[src/hdl/lsu_pkg.sv]
/* shared widths, opcodes and bundles of the load/store unit
   sv39 only: the overflow check assumes a 39-bit virtual address */
package lsu_pkg;

    localparam int unsigned XLEN          = 64;
    localparam int unsigned VLEN          = 39;
    localparam int unsigned SV            = 39;
    localparam int unsigned TRANS_ID_BITS = 3;

    typedef logic [TRANS_ID_BITS-1:0] trans_id_t;

    // functional unit select
    typedef enum logic [1:0] {
        FU_NONE,
        FU_LOAD,
        FU_STORE
    } fu_t;

    // integer loads and stores only
    typedef enum logic [3:0] {
        LB, LBU, LH, LHU, LW, LWU, LD,
        SB, SH, SW, SD
    } lsu_op_t;

    // riscv mcause codes
    typedef enum logic [XLEN-1:0] {
        LD_ADDR_MISALIGNED = 64'd4,
        LD_ACCESS_FAULT    = 64'd5,
        ST_ADDR_MISALIGNED = 64'd6,
        ST_ACCESS_FAULT    = 64'd7
    } exc_cause_t;

    typedef struct packed {
        exc_cause_t      cause;
        logic [XLEN-1:0] tval;
        logic            valid;
    } exception_t;

    // issue bundle, operand_b is the store data
    typedef struct packed {
        fu_t             fu;
        lsu_op_t         op;
        logic [XLEN-1:0] operand_a;
        logic [XLEN-1:0] operand_b;
        logic [XLEN-1:0] imm;
        trans_id_t       trans_id;
    } fu_data_t;

    typedef struct packed {
        logic            valid;
        logic [VLEN-1:0] vaddr;
        logic            overflow;
        logic [XLEN-1:0] data;
        logic [7:0]      be;
        fu_t             fu;
        lsu_op_t         op;
        trans_id_t       trans_id;
    } lsu_req_t;

    typedef struct packed {
        logic            valid;
        trans_id_t       trans_id;
        logic [XLEN-1:0] result;
        exception_t      ex;
    } lsu_result_t;

    // log2 of the transfer size in bytes
    function automatic logic [1:0] op_size(lsu_op_t op);
        case (op)
            LB, LBU, SB: return 2'd0;
            LH, LHU, SH: return 2'd1;
            LW, LWU, SW: return 2'd2;
            default:     return 2'd3;
        endcase
    endfunction

endpackage

[src/hdl/result_pipe.sv]
/* Depth-stage delay of a result stream, Depth 0 is a plain wire
   only the valid bits are reset */
module result_pipe #(
    parameter int unsigned Depth = 1
)(
    input  logic                 clk_i,
    input  logic                 rst_i,
    input  lsu_pkg::lsu_result_t d_i,
    output lsu_pkg::lsu_result_t d_o
);
    import lsu_pkg::*;

    if (Depth == 0) begin : g_bypass
        assign d_o = d_i;
    end else begin : g_chain
        logic [Depth-1:0] vld_q;
        lsu_result_t      dat_q [Depth];

        always_ff @(posedge clk_i) begin
            if (rst_i) begin
                vld_q <= '0;
            end else begin
                vld_q[0] <= d_i.valid;
                for (int i = 1; i < Depth; i++) begin
                    vld_q[i] <= vld_q[i-1];
                end
            end
        end

        // payload shifts every cycle
        always_ff @(posedge clk_i) begin
            dat_q[0] <= d_i;
            for (int i = 1; i < Depth; i++) begin
                dat_q[i] <= dat_q[i-1];
            end
        end

        always_comb begin
            d_o       = dat_q[Depth-1];
            d_o.valid = vld_q[Depth-1];
        end
    end

endmodule

[src/hdl/data_scratchpad.sv]
/* byte-enabled doubleword ram, contents undefined after reset
   read data is valid the cycle after rd_en_i */
module data_scratchpad #(
    parameter  int unsigned MEM_WORDS = 16,
    localparam int unsigned IDX_W     = $clog2(MEM_WORDS)
)(
    input  logic                     clk_i,
    input  logic                     rd_en_i,
    input  logic [IDX_W-1:0]         rd_index_i,
    output logic [lsu_pkg::XLEN-1:0] rd_data_o,
    input  logic                     wr_en_i,
    input  logic [IDX_W-1:0]         wr_index_i,
    input  logic [7:0]               wr_be_i,
    input  logic [lsu_pkg::XLEN-1:0] wr_data_i
);
    import lsu_pkg::*;

    logic [XLEN-1:0] mem [MEM_WORDS];

    // write lanes
    always_ff @(posedge clk_i) begin
        if (wr_en_i) begin
            for (int b = 0; b < XLEN/8; b++) begin
                if (wr_be_i[b]) begin
                    mem[wr_index_i][b*8 +: 8] <= wr_data_i[b*8 +: 8];
                end
            end
        end
    end

    // registered read, holds when idle
    always_ff @(posedge clk_i) begin
        if (rd_en_i) begin
            rd_data_o <= mem[rd_index_i];
        end
    end

endmodule

[src/hdl/lsu_addr_gen.sv]
/* combinational; byte enables of a misaligned access are truncated,
   such requests are trapped later in dispatch */
module lsu_addr_gen (
    input  lsu_pkg::fu_data_t fu_data_i,
    input  logic              lsu_valid_i,
    output lsu_pkg::lsu_req_t req_o
);
    import lsu_pkg::*;

    logic [XLEN-1:0] vaddr_xlen;
    logic [7:0]      size_mask;

    // two's complement add, same bits as signed imm + operand
    assign vaddr_xlen = fu_data_i.operand_a + fu_data_i.imm;

    // lane mask before the offset shift
    always_comb begin
        case (op_size(fu_data_i.op))
            2'd0:    size_mask = 8'h01;
            2'd1:    size_mask = 8'h03;
            2'd2:    size_mask = 8'h0f;
            default: size_mask = 8'hff;
        endcase
    end

    always_comb begin
        req_o.valid    = lsu_valid_i;
        req_o.vaddr    = vaddr_xlen[VLEN-1:0];
        // upper bits must be a sign extension of bit SV-1
        req_o.overflow = !((&vaddr_xlen[XLEN-1:SV-1]) || !(|vaddr_xlen[XLEN-1:SV-1]));
        req_o.data     = fu_data_i.operand_b;
        req_o.be       = size_mask << vaddr_xlen[2:0];
        req_o.fu       = fu_data_i.fu;
        req_o.op       = fu_data_i.op;
        req_o.trans_id = fu_data_i.trans_id;
    end

endmodule

[src/hdl/lsu_bypass.sv]
/* two-entry request queue, ready only while empty
   at most one pop per cycle since only one unit owns the head */
module lsu_bypass (
    input  logic              clk_i,
    input  logic              rst_i,
    input  logic              flush_i,
    input  lsu_pkg::lsu_req_t req_i,
    input  logic              pop_ld_i,
    input  logic              pop_st_i,
    output lsu_pkg::lsu_req_t lsu_ctrl_o,
    output logic              ready_o
);
    import lsu_pkg::*;

    lsu_req_t [1:0] mem_q;
    lsu_req_t [1:0] mem_n;
    logic           rd_ptr_q;
    logic           rd_ptr_n;
    logic           wr_ptr_q;
    logic           wr_ptr_n;
    logic [1:0]     cnt_q;
    logic [1:0]     cnt_n;
    logic           empty;

    assign empty   = (cnt_q == 2'd0);
    assign ready_o = empty;

    always_comb begin
        mem_n    = mem_q;
        rd_ptr_n = rd_ptr_q;
        wr_ptr_n = wr_ptr_q;
        cnt_n    = cnt_q;
        // every request is written, a pop in the same cycle retires it
        if (req_i.valid) begin
            mem_n[wr_ptr_q] = req_i;
            wr_ptr_n        = ~wr_ptr_q;
            cnt_n           = cnt_n + 2'd1;
        end
        if (pop_ld_i || pop_st_i) begin
            mem_n[rd_ptr_q].valid = 1'b0;
            rd_ptr_n              = ~rd_ptr_q;
            cnt_n                 = cnt_n - 2'd1;
        end
        // flush drops everything queued
        if (flush_i) begin
            rd_ptr_n = 1'b0;
            wr_ptr_n = 1'b0;
            cnt_n    = 2'd0;
        end
    end

    // pass through while empty, else oldest entry
    assign lsu_ctrl_o = empty ? req_i : mem_q[rd_ptr_q];

    always_ff @(posedge clk_i) begin
        if (rst_i) begin
            rd_ptr_q <= 1'b0;
            wr_ptr_q <= 1'b0;
            cnt_q    <= 2'd0;
        end else begin
            rd_ptr_q <= rd_ptr_n;
            wr_ptr_q <= wr_ptr_n;
            cnt_q    <= cnt_n;
        end
    end

    // entries are only read while counted
    always_ff @(posedge clk_i) begin
        mem_q <= mem_n;
    end

endmodule

[src/hdl/lsu_dispatch.sv]
/* combinational exception check and unit steering
   access fault on overflow beats misalignment */
module lsu_dispatch (
    input  logic                en_translation_i,
    input  lsu_pkg::lsu_req_t   lsu_ctrl_i,
    output logic                ld_valid_o,
    output logic                st_valid_o,
    output lsu_pkg::exception_t ex_o
);
    import lsu_pkg::*;

    logic misaligned;
    logic is_load;

    assign is_load = (lsu_ctrl_i.fu == FU_LOAD);

    // ----------------------------------------
    // alignment by transfer size
    // ----------------------------------------
    always_comb begin
        case (op_size(lsu_ctrl_i.op))
            2'd3:    misaligned = (lsu_ctrl_i.vaddr[2:0] != 3'b000);
            2'd2:    misaligned = (lsu_ctrl_i.vaddr[1:0] != 2'b00);
            2'd1:    misaligned = lsu_ctrl_i.vaddr[0];
            // bytes never misalign
            default: misaligned = 1'b0;
        endcase
    end

    // ----------------------------------------
    // exception build
    // ----------------------------------------
    always_comb begin
        ex_o       = '0;
        ex_o.cause = is_load ? LD_ADDR_MISALIGNED : ST_ADDR_MISALIGNED;
        ex_o.tval  = {{(XLEN-VLEN){1'b0}}, lsu_ctrl_i.vaddr};
        if (lsu_ctrl_i.valid && (lsu_ctrl_i.fu != FU_NONE)) begin
            if (en_translation_i && lsu_ctrl_i.overflow) begin
                ex_o.cause = is_load ? LD_ACCESS_FAULT : ST_ACCESS_FAULT;
                ex_o.valid = 1'b1;
            end else if (misaligned) begin
                ex_o.valid = 1'b1;
            end
        end
    end

    // steer by functional unit
    assign ld_valid_o = lsu_ctrl_i.valid && is_load;
    assign st_valid_o = lsu_ctrl_i.valid && (lsu_ctrl_i.fu == FU_STORE);

endmodule

[src/hdl/load_unit.sv]
/* one load in flight, result one cycle after acceptance
   stalls while the store buffer holds the same doubleword */
module load_unit #(
    parameter  int unsigned MEM_WORDS = 16,
    localparam int unsigned IDX_W     = $clog2(MEM_WORDS)
)(
    input  logic                      clk_i,
    input  logic                      rst_i,
    input  logic                      valid_i,
    input  lsu_pkg::lsu_req_t         lsu_ctrl_i,
    input  lsu_pkg::exception_t       ex_i,
    input  logic                      sb_busy_i,
    input  logic [IDX_W-1:0]          sb_index_i,
    output logic                      pop_ld_o,
    output logic                      rd_en_o,
    output logic [IDX_W-1:0]          rd_index_o,
    input  logic [lsu_pkg::XLEN-1:0]  rd_data_i,
    output lsu_pkg::lsu_result_t      result_o
);
    import lsu_pkg::*;

    logic            stall;
    logic            accept;
    logic            q_valid;
    trans_id_t       q_trans_id;
    lsu_op_t         q_op;
    logic [2:0]      q_offset;
    exception_t      q_ex;
    logic [XLEN-1:0] shifted;

    // doubleword index, wraps over the scratchpad
    assign rd_index_o = lsu_ctrl_i.vaddr[IDX_W+2:3];

    // an excepting load never touches memory, so it need not wait
    assign stall    = sb_busy_i && !ex_i.valid && (sb_index_i == rd_index_o);
    assign accept   = valid_i && !stall;
    assign pop_ld_o = accept;
    assign rd_en_o  = accept && !ex_i.valid;

    always_ff @(posedge clk_i) begin
        if (rst_i) begin
            q_valid <= 1'b0;
        end else begin
            q_valid <= accept;
        end
    end

    // opcode and offset travel with the read
    always_ff @(posedge clk_i) begin
        if (accept) begin
            q_trans_id <= lsu_ctrl_i.trans_id;
            q_op       <= lsu_ctrl_i.op;
            q_offset   <= lsu_ctrl_i.vaddr[2:0];
            q_ex       <= ex_i;
        end
    end

    // ----------------------------------------
    // align and extend
    // ----------------------------------------
    assign shifted = rd_data_i >> {q_offset, 3'b000};

    always_comb begin
        result_o.valid    = q_valid;
        result_o.trans_id = q_trans_id;
        result_o.ex       = q_ex;
        case (q_op)
            LB:      result_o.result = {{56{shifted[7]}}, shifted[7:0]};
            LBU:     result_o.result = {56'd0, shifted[7:0]};
            LH:      result_o.result = {{48{shifted[15]}}, shifted[15:0]};
            LHU:     result_o.result = {48'd0, shifted[15:0]};
            LW:      result_o.result = {{32{shifted[31]}}, shifted[31:0]};
            LWU:     result_o.result = {32'd0, shifted[31:0]};
            default: result_o.result = shifted;
        endcase
        // faulting load returns zero
        if (q_ex.valid) begin
            result_o.result = '0;
        end
    end

endmodule

[src/hdl/store_unit.sv]
/* one-entry store buffer, drained every cycle
   stores are written without waiting for commit */
module store_unit #(
    parameter  int unsigned MEM_WORDS = 16,
    localparam int unsigned IDX_W     = $clog2(MEM_WORDS)
)(
    input  logic                      clk_i,
    input  logic                      rst_i,
    input  logic                      valid_i,
    input  lsu_pkg::lsu_req_t         lsu_ctrl_i,
    input  lsu_pkg::exception_t       ex_i,
    output logic                      pop_st_o,
    output logic                      sb_busy_o,
    output logic [IDX_W-1:0]          sb_index_o,
    output logic                      wr_en_o,
    output logic [IDX_W-1:0]          wr_index_o,
    output logic [7:0]                wr_be_o,
    output logic [lsu_pkg::XLEN-1:0]  wr_data_o,
    output lsu_pkg::lsu_result_t      result_o
);
    import lsu_pkg::*;

    logic       sb_valid_q;
    logic       res_valid_q;
    trans_id_t  res_trans_id_q;
    exception_t res_ex_q;

    // always accepted in the cycle it arrives
    assign pop_st_o = valid_i;

    always_ff @(posedge clk_i) begin
        if (rst_i) begin
            sb_valid_q  <= 1'b0;
            res_valid_q <= 1'b0;
        end else begin
            // faulting stores skip the buffer
            sb_valid_q  <= valid_i && !ex_i.valid;
            res_valid_q <= valid_i;
        end
    end

    // buffer payload, data moved onto its byte lanes
    always_ff @(posedge clk_i) begin
        if (valid_i) begin
            wr_index_o     <= lsu_ctrl_i.vaddr[IDX_W+2:3];
            wr_be_o        <= lsu_ctrl_i.be;
            wr_data_o      <= lsu_ctrl_i.data << {lsu_ctrl_i.vaddr[2:0], 3'b000};
            res_trans_id_q <= lsu_ctrl_i.trans_id;
            res_ex_q       <= ex_i;
        end
    end

    assign wr_en_o    = sb_valid_q;
    assign sb_busy_o  = sb_valid_q;
    assign sb_index_o = wr_index_o;

    always_comb begin
        result_o.valid    = res_valid_q;
        result_o.trans_id = res_trans_id_q;
        result_o.result   = '0;
        result_o.ex       = res_ex_q;
    end

endmodule

[src/hdl/load_store_unit.sv]
/* load/store front end backed by a scratchpad, no mmu and no commit
   MEM_WORDS must be a power of two of at least 2, addresses wrap */
module load_store_unit #(
    parameter int unsigned MEM_WORDS          = 16,
    parameter int unsigned NR_LOAD_PIPE_REGS  = 1,
    parameter int unsigned NR_STORE_PIPE_REGS = 0
)(
    input  logic                 clk_i,
    input  logic                 rst_i,
    input  logic                 flush_i,
    input  logic                 en_translation_i,
    input  lsu_pkg::fu_data_t    fu_data_i,
    input  logic                 lsu_valid_i,
    output logic                 lsu_ready_o,
    output lsu_pkg::lsu_result_t load_o,
    output lsu_pkg::lsu_result_t store_o
);
    import lsu_pkg::*;

    // request path
    lsu_req_t   new_req;
    lsu_req_t   lsu_ctrl;
    logic       ld_valid;
    logic       st_valid;
    exception_t ex;
    logic       pop_ld;
    logic       pop_st;

    // store buffer hazard and memory ports
    logic                         sb_busy;
    logic [$clog2(MEM_WORDS)-1:0] sb_index;
    logic                         wr_en;
    logic [$clog2(MEM_WORDS)-1:0] wr_index;
    logic [7:0]                   wr_be;
    logic [XLEN-1:0]              wr_data;
    logic                         rd_en;
    logic [$clog2(MEM_WORDS)-1:0] rd_index;
    logic [XLEN-1:0]              rd_data;

    lsu_result_t ld_result;
    lsu_result_t st_result;

    // ----------------------------------------
    // address generation and queue
    // ----------------------------------------
    lsu_addr_gen i_addr_gen (
        .fu_data_i   ( fu_data_i   ),
        .lsu_valid_i ( lsu_valid_i ),
        .req_o       ( new_req     )
    );

    lsu_bypass i_bypass (
        .clk_i      ( clk_i       ),
        .rst_i      ( rst_i       ),
        .flush_i    ( flush_i     ),
        .req_i      ( new_req     ),
        .pop_ld_i   ( pop_ld      ),
        .pop_st_i   ( pop_st      ),
        .lsu_ctrl_o ( lsu_ctrl    ),
        .ready_o    ( lsu_ready_o )
    );

    lsu_dispatch i_dispatch (
        .en_translation_i ( en_translation_i ),
        .lsu_ctrl_i       ( lsu_ctrl         ),
        .ld_valid_o       ( ld_valid         ),
        .st_valid_o       ( st_valid         ),
        .ex_o             ( ex               )
    );

    // ----------------------------------------
    // units and memory
    // ----------------------------------------
    load_unit #(.MEM_WORDS(MEM_WORDS)) i_load_unit (
        .clk_i      ( clk_i     ),
        .rst_i      ( rst_i     ),
        .valid_i    ( ld_valid  ),
        .lsu_ctrl_i ( lsu_ctrl  ),
        .ex_i       ( ex        ),
        .sb_busy_i  ( sb_busy   ),
        .sb_index_i ( sb_index  ),
        .pop_ld_o   ( pop_ld    ),
        .rd_en_o    ( rd_en     ),
        .rd_index_o ( rd_index  ),
        .rd_data_i  ( rd_data   ),
        .result_o   ( ld_result )
    );

    store_unit #(.MEM_WORDS(MEM_WORDS)) i_store_unit (
        .clk_i      ( clk_i     ),
        .rst_i      ( rst_i     ),
        .valid_i    ( st_valid  ),
        .lsu_ctrl_i ( lsu_ctrl  ),
        .ex_i       ( ex        ),
        .pop_st_o   ( pop_st    ),
        .sb_busy_o  ( sb_busy   ),
        .sb_index_o ( sb_index  ),
        .wr_en_o    ( wr_en     ),
        .wr_index_o ( wr_index  ),
        .wr_be_o    ( wr_be     ),
        .wr_data_o  ( wr_data   ),
        .result_o   ( st_result )
    );

    data_scratchpad #(.MEM_WORDS(MEM_WORDS)) i_scratchpad (
        .clk_i      ( clk_i    ),
        .rd_en_i    ( rd_en    ),
        .rd_index_i ( rd_index ),
        .rd_data_o  ( rd_data  ),
        .wr_en_i    ( wr_en    ),
        .wr_index_i ( wr_index ),
        .wr_be_i    ( wr_be    ),
        .wr_data_i  ( wr_data  )
    );

    // output pipes, one per stream
    result_pipe #(.Depth(NR_LOAD_PIPE_REGS)) i_pipe_load (
        .clk_i ( clk_i     ),
        .rst_i ( rst_i     ),
        .d_i   ( ld_result ),
        .d_o   ( load_o    )
    );

    result_pipe #(.Depth(NR_STORE_PIPE_REGS)) i_pipe_store (
        .clk_i ( clk_i     ),
        .rst_i ( rst_i     ),
        .d_i   ( st_result ),
        .d_o   ( store_o   )
    );

endmodule

[config.mk]
export PLATFORM = sky130hd
export DESIGN_NAME = load_store_unit
export DESIGN_NICKNAME = d
export VERILOG_FILES = /design/src/hdl/lsu_pkg.sv /design/src/hdl/result_pipe.sv /design/src/hdl/data_scratchpad.sv /design/src/hdl/lsu_addr_gen.sv /design/src/hdl/lsu_bypass.sv /design/src/hdl/lsu_dispatch.sv /design/src/hdl/load_unit.sv /design/src/hdl/store_unit.sv /design/src/hdl/load_store_unit.sv
export SDC_FILE = /design/constraint.sdc
export NUM_CORES = 2
export LEC_CHECK = 0
export BUFFER_PORTS_ARGS = -buffer_cell sky130_fd_sc_hd__buf_2
export CAP_MARGIN = 20
export CORE_MARGIN = 1.5
export CORE_UTILIZATION = 55
export CTS_CLUSTER_DIAMETER = 80
export DETAILED_ROUTE_END_ITERATION = 6
export PLACE_DENSITY = 0.81
export SETUP_SLACK_MARGIN = 0.2
export SLEW_MARGIN = 15
export SYNTH_ARGS = -nofsm -noshare
export SYNTH_HDL_FRONTEND = slang
export SYNTH_HIERARCHICAL = 1
export SYNTH_SLANG_ARGS = --single-unit
export TNS_END_PERCENT = 50
[constraint.sdc]
create_clock -name clk_i -period 11.68 [get_ports clk_i]
set_input_delay 1.168 -clock clk_i [delete_from_list [all_inputs] [get_ports clk_i]]
set_output_delay 1.168 -clock clk_i [all_outputs]
set_load 0.03 [all_outputs]
==> reports/metrics.yaml <==
dieArea_um2: 144000
numClockSinks: 1883
place_inst: 6630
nets: 5212
cts_setup_buffers: 0
failed_checks: "design-rule violations"
crit_buf_inv: 3
fmax_mhz: 136
cts_buffers: 181
synth_most_common_cell: "edfxtp_1"
coreArea_um2: 140000
finalClockSkew_ns: 0.0529
finalMaxSlewViolations: 0
finalPower_mw: 18.1
hold_class: "flip-flop to flip-flop"
h-tree-depth: 4
drc: 5
grt_use_total_pct: 27.8
avgSynthCellArea_um2: 16.4
cellPowerDensity_nw_per_um2: 213
synth_top_area_share_pct: 64.7
firstDrtPassIters: 7
grt_first_pass_wirelength_um: 288000
root_buffer: "clkbuf_16"
synthArstFlopShare_pct: 0
synth.largest_area_cell: "edfxtp_1"
ys_top_cells_by_count: "1677 x edfxtp_1, 509 x buf_4, 313 x nand2_1, 276 x mux4_2, 231 x mux2i_1"
cts_hold_buffers: 0
synth_area_leaders: "edfxtp_1 65%, mux4_2 8.0%, dfxtp_1 5.3%"
cpPeakStageDelay_ns: 0.89
maxCapViolations: 0
final_hold_viol_count: 0
max_slew_margin_pct: 13.7
synth_cells: 4755
arrival_ns: 7.74
ys.flop_type: "edfxtp_1"
grt_pass1_vias: 42300
synthToLayoutAreaGrowth_pct: 9.55
drtIter0Drc: 6133
crit_path_cell_trace: "buf_2, ha_1, a21oi_1, nor2_1, nor2_1, o211ai_2, o2111a_1, o21ai_1, o21ai_1, a41oi_1, o21ai_0, xnor2_1, nor4b_1, mux2i_1, nand2_1, o21ai_1, a21oi_1, a221oi_2, a211o_1, o41ai_2, inv_6, buf_4"
via_per_inst: 6.18
place_ws_ns: 3.64
fin_tns_setup_ns: 0
die_h_um: 379
min_period_ns: 7.34
rsz0062_at_grt: "no"
drive_above_1_share_pct: 23.7
synth_cell_types: 102
critical_path_class: "primary input to flip-flop"
grt_antenna_before_repair: 24
critical-path-top-delay-family: "compound AO/OA/AOI/OAI gates"
insertion_delay_ns: 0.83
worstSetupEndpointType: "flip-flop"
worst_pin_slew_ns: 1.29
finalCritPeriodShare_pct: 62.9
path_clk_slew_ns: 0.06
synth_edf_count: 1677
yosysWarnings: 6
p_leak_nw: 29.3
grt_max_degree: 150
worstPathRequired_ns: 12.07
vias: 43100
cp_slowest_cell: "buf_4"
synth_seq_area_share_pct: 70.0
ys_ff_latch: 1883
cts_max_path_buffers: 3
io_buffers: 536
syn_area_um2: 77800
finalWirelength_um: 202000
final_cells: 6982
chipWidth_um: 379
wl_per_cell_um: 28.9
peakVddDrop_mv: 0.164
cts_tree: "built"
setup_viol: 0
overflow: 0
io_pins: 601
crit_fanout: 78
setup_ws_ns: 4.34
postRouteAntennaNets: 0
post_cts_resized: 0
place.gp.congestion: 0.929
status: "finished with violations"
initial_core_util_pct: 55.6
dp_hpwl_um: 128000
cp-start-kind: "primary input"
rows: 137
critical_path.most_common_cell: "o21ai_1"
## per-stage QoR
step | utilization (%) | hold WS [ns] | instance area (um2)
after floorplan | - | 0.323 | 78400
after global placement | 56.5 | 0.324 | 79000
after detailed placement | 56.5 | 0.327 | 79000
after CTS | 60.9 | 0.338 | 85100
after global routing | 60.9 | 0.341 | 85200
final | 60.9 | 0.339 | 85300
## cell type report
class | count | area, um2
antenna | 17 | 42.5
clock buffer | 232 | 4880
clock inverter | 99 | 1240
fill | 9632 | 54600
inverter | 30 | 118
multi-input combinational | 2271 | 19100
sequential | 1883 | 54500
tap | 1876 | 2350
timing repair buffer | 574 | 3070
## path summary, 6_finish.rpt
path	from	end	slack (ns)	cells after the start
worst max-delay path	fu_data_i[4]	i_load_unit/result_o[96]$_DFFE_PP_	4.34	22
worst min-delay path	i_load_unit/result_o[21]$_DFFE_PP_	i_pipe_load/g_chain.dat_q[0][21]$_DFF_P_	0.34	0
worst min register to register	i_load_unit/result_o[21]$_DFFE_PP_	i_pipe_load/g_chain.dat_q[0][21]$_DFF_P_	0.34	0
worst max register to register	i_bypass/cnt_q[0]$_SDFF_PP0_	i_load_unit/result_o[96]$_DFFE_PP_	5.57	13
## kinds of logic after synthesis
| family | synth area share, % |
|---|---|
| flops | 70.0 |
| simple gates | 4.50 |
| buf+inv | 6.37 |
| compound gates | 5.89 |
| mux | 11.4 |
| xor+xnor | 0.754 |
| fa+ha+maj | 1.05 |
| other cells | 0.0145 |
## report_power, final
| group | switching, mW | internal [mW] |
|---|---|---|
| logic | 2.50 | 1.30 |
| registers | 0.341 | 8.00 |
| clock network | 2.61 | 3.40 |
| total | 5.44 | 12.7 |
## layout by cell type (no fill, tap or decap), drive strengths merged, types with 7 or more instances in the layout
cell     Yosys  final
a211oi      28     28
a21o        20     20
a21oi      100    100
a221oi      12     12
a22oi      139    139
a31o         7      7
a31oi       22     22
a41oi       34     34
and2        19     19
and3        21     21
buf        606    574
bufinv       0     18
clkbuf     113    232
clkinv       1     64
conb         3    151
dfxtp      206    206
diode        0     17
edfxtp    1677   1677
ha          64     64
inv         29     43
mux2        30     30
mux2i      231    231
mux4       276    276
nand2      314    314
nand2b      17     17
nand3       39     39
nand4       34     34
nor2       229    229
nor2b       38     38
nor3        27     27
nor4b        7      7
o21a        12     12
o21ai      197    197
o21bai      23     23
o22ai        8      8
o2bb2ai     14     14
o32ai        7      7
xnor2       43     43
xor2        24     24
## registers in the layout (all words and copies together), names as in the netlist, 4 cells and up
| name | flops |
|---|---|
| i_store_unit/wr_be_o | 8 |
| i_scratchpad/rd_data_o | 64 |
| i_store_unit/wr_data_o | 64 |
| i_store_unit/result_o | 129 |
| i_load_unit/q_op | 4 |
| i_bypass/mem_q | 244 |
| i_scratchpad/mem | 1024 |
| i_load_unit/result_o | 129 |
| i_store_unit/sb_index_o | 4 |
| i_pipe_load/g_chain.dat_q | 196 |
## metal layers
layer	track usage (%)	part of all wire (%)	wire, um
met5	0	0.048	96
met4	11.5	4.3	8640
met3	7.73	11	23000
met2	44.0	48	96700
met1	36.2	36	73400
Power figures use the tool's default switching activity.
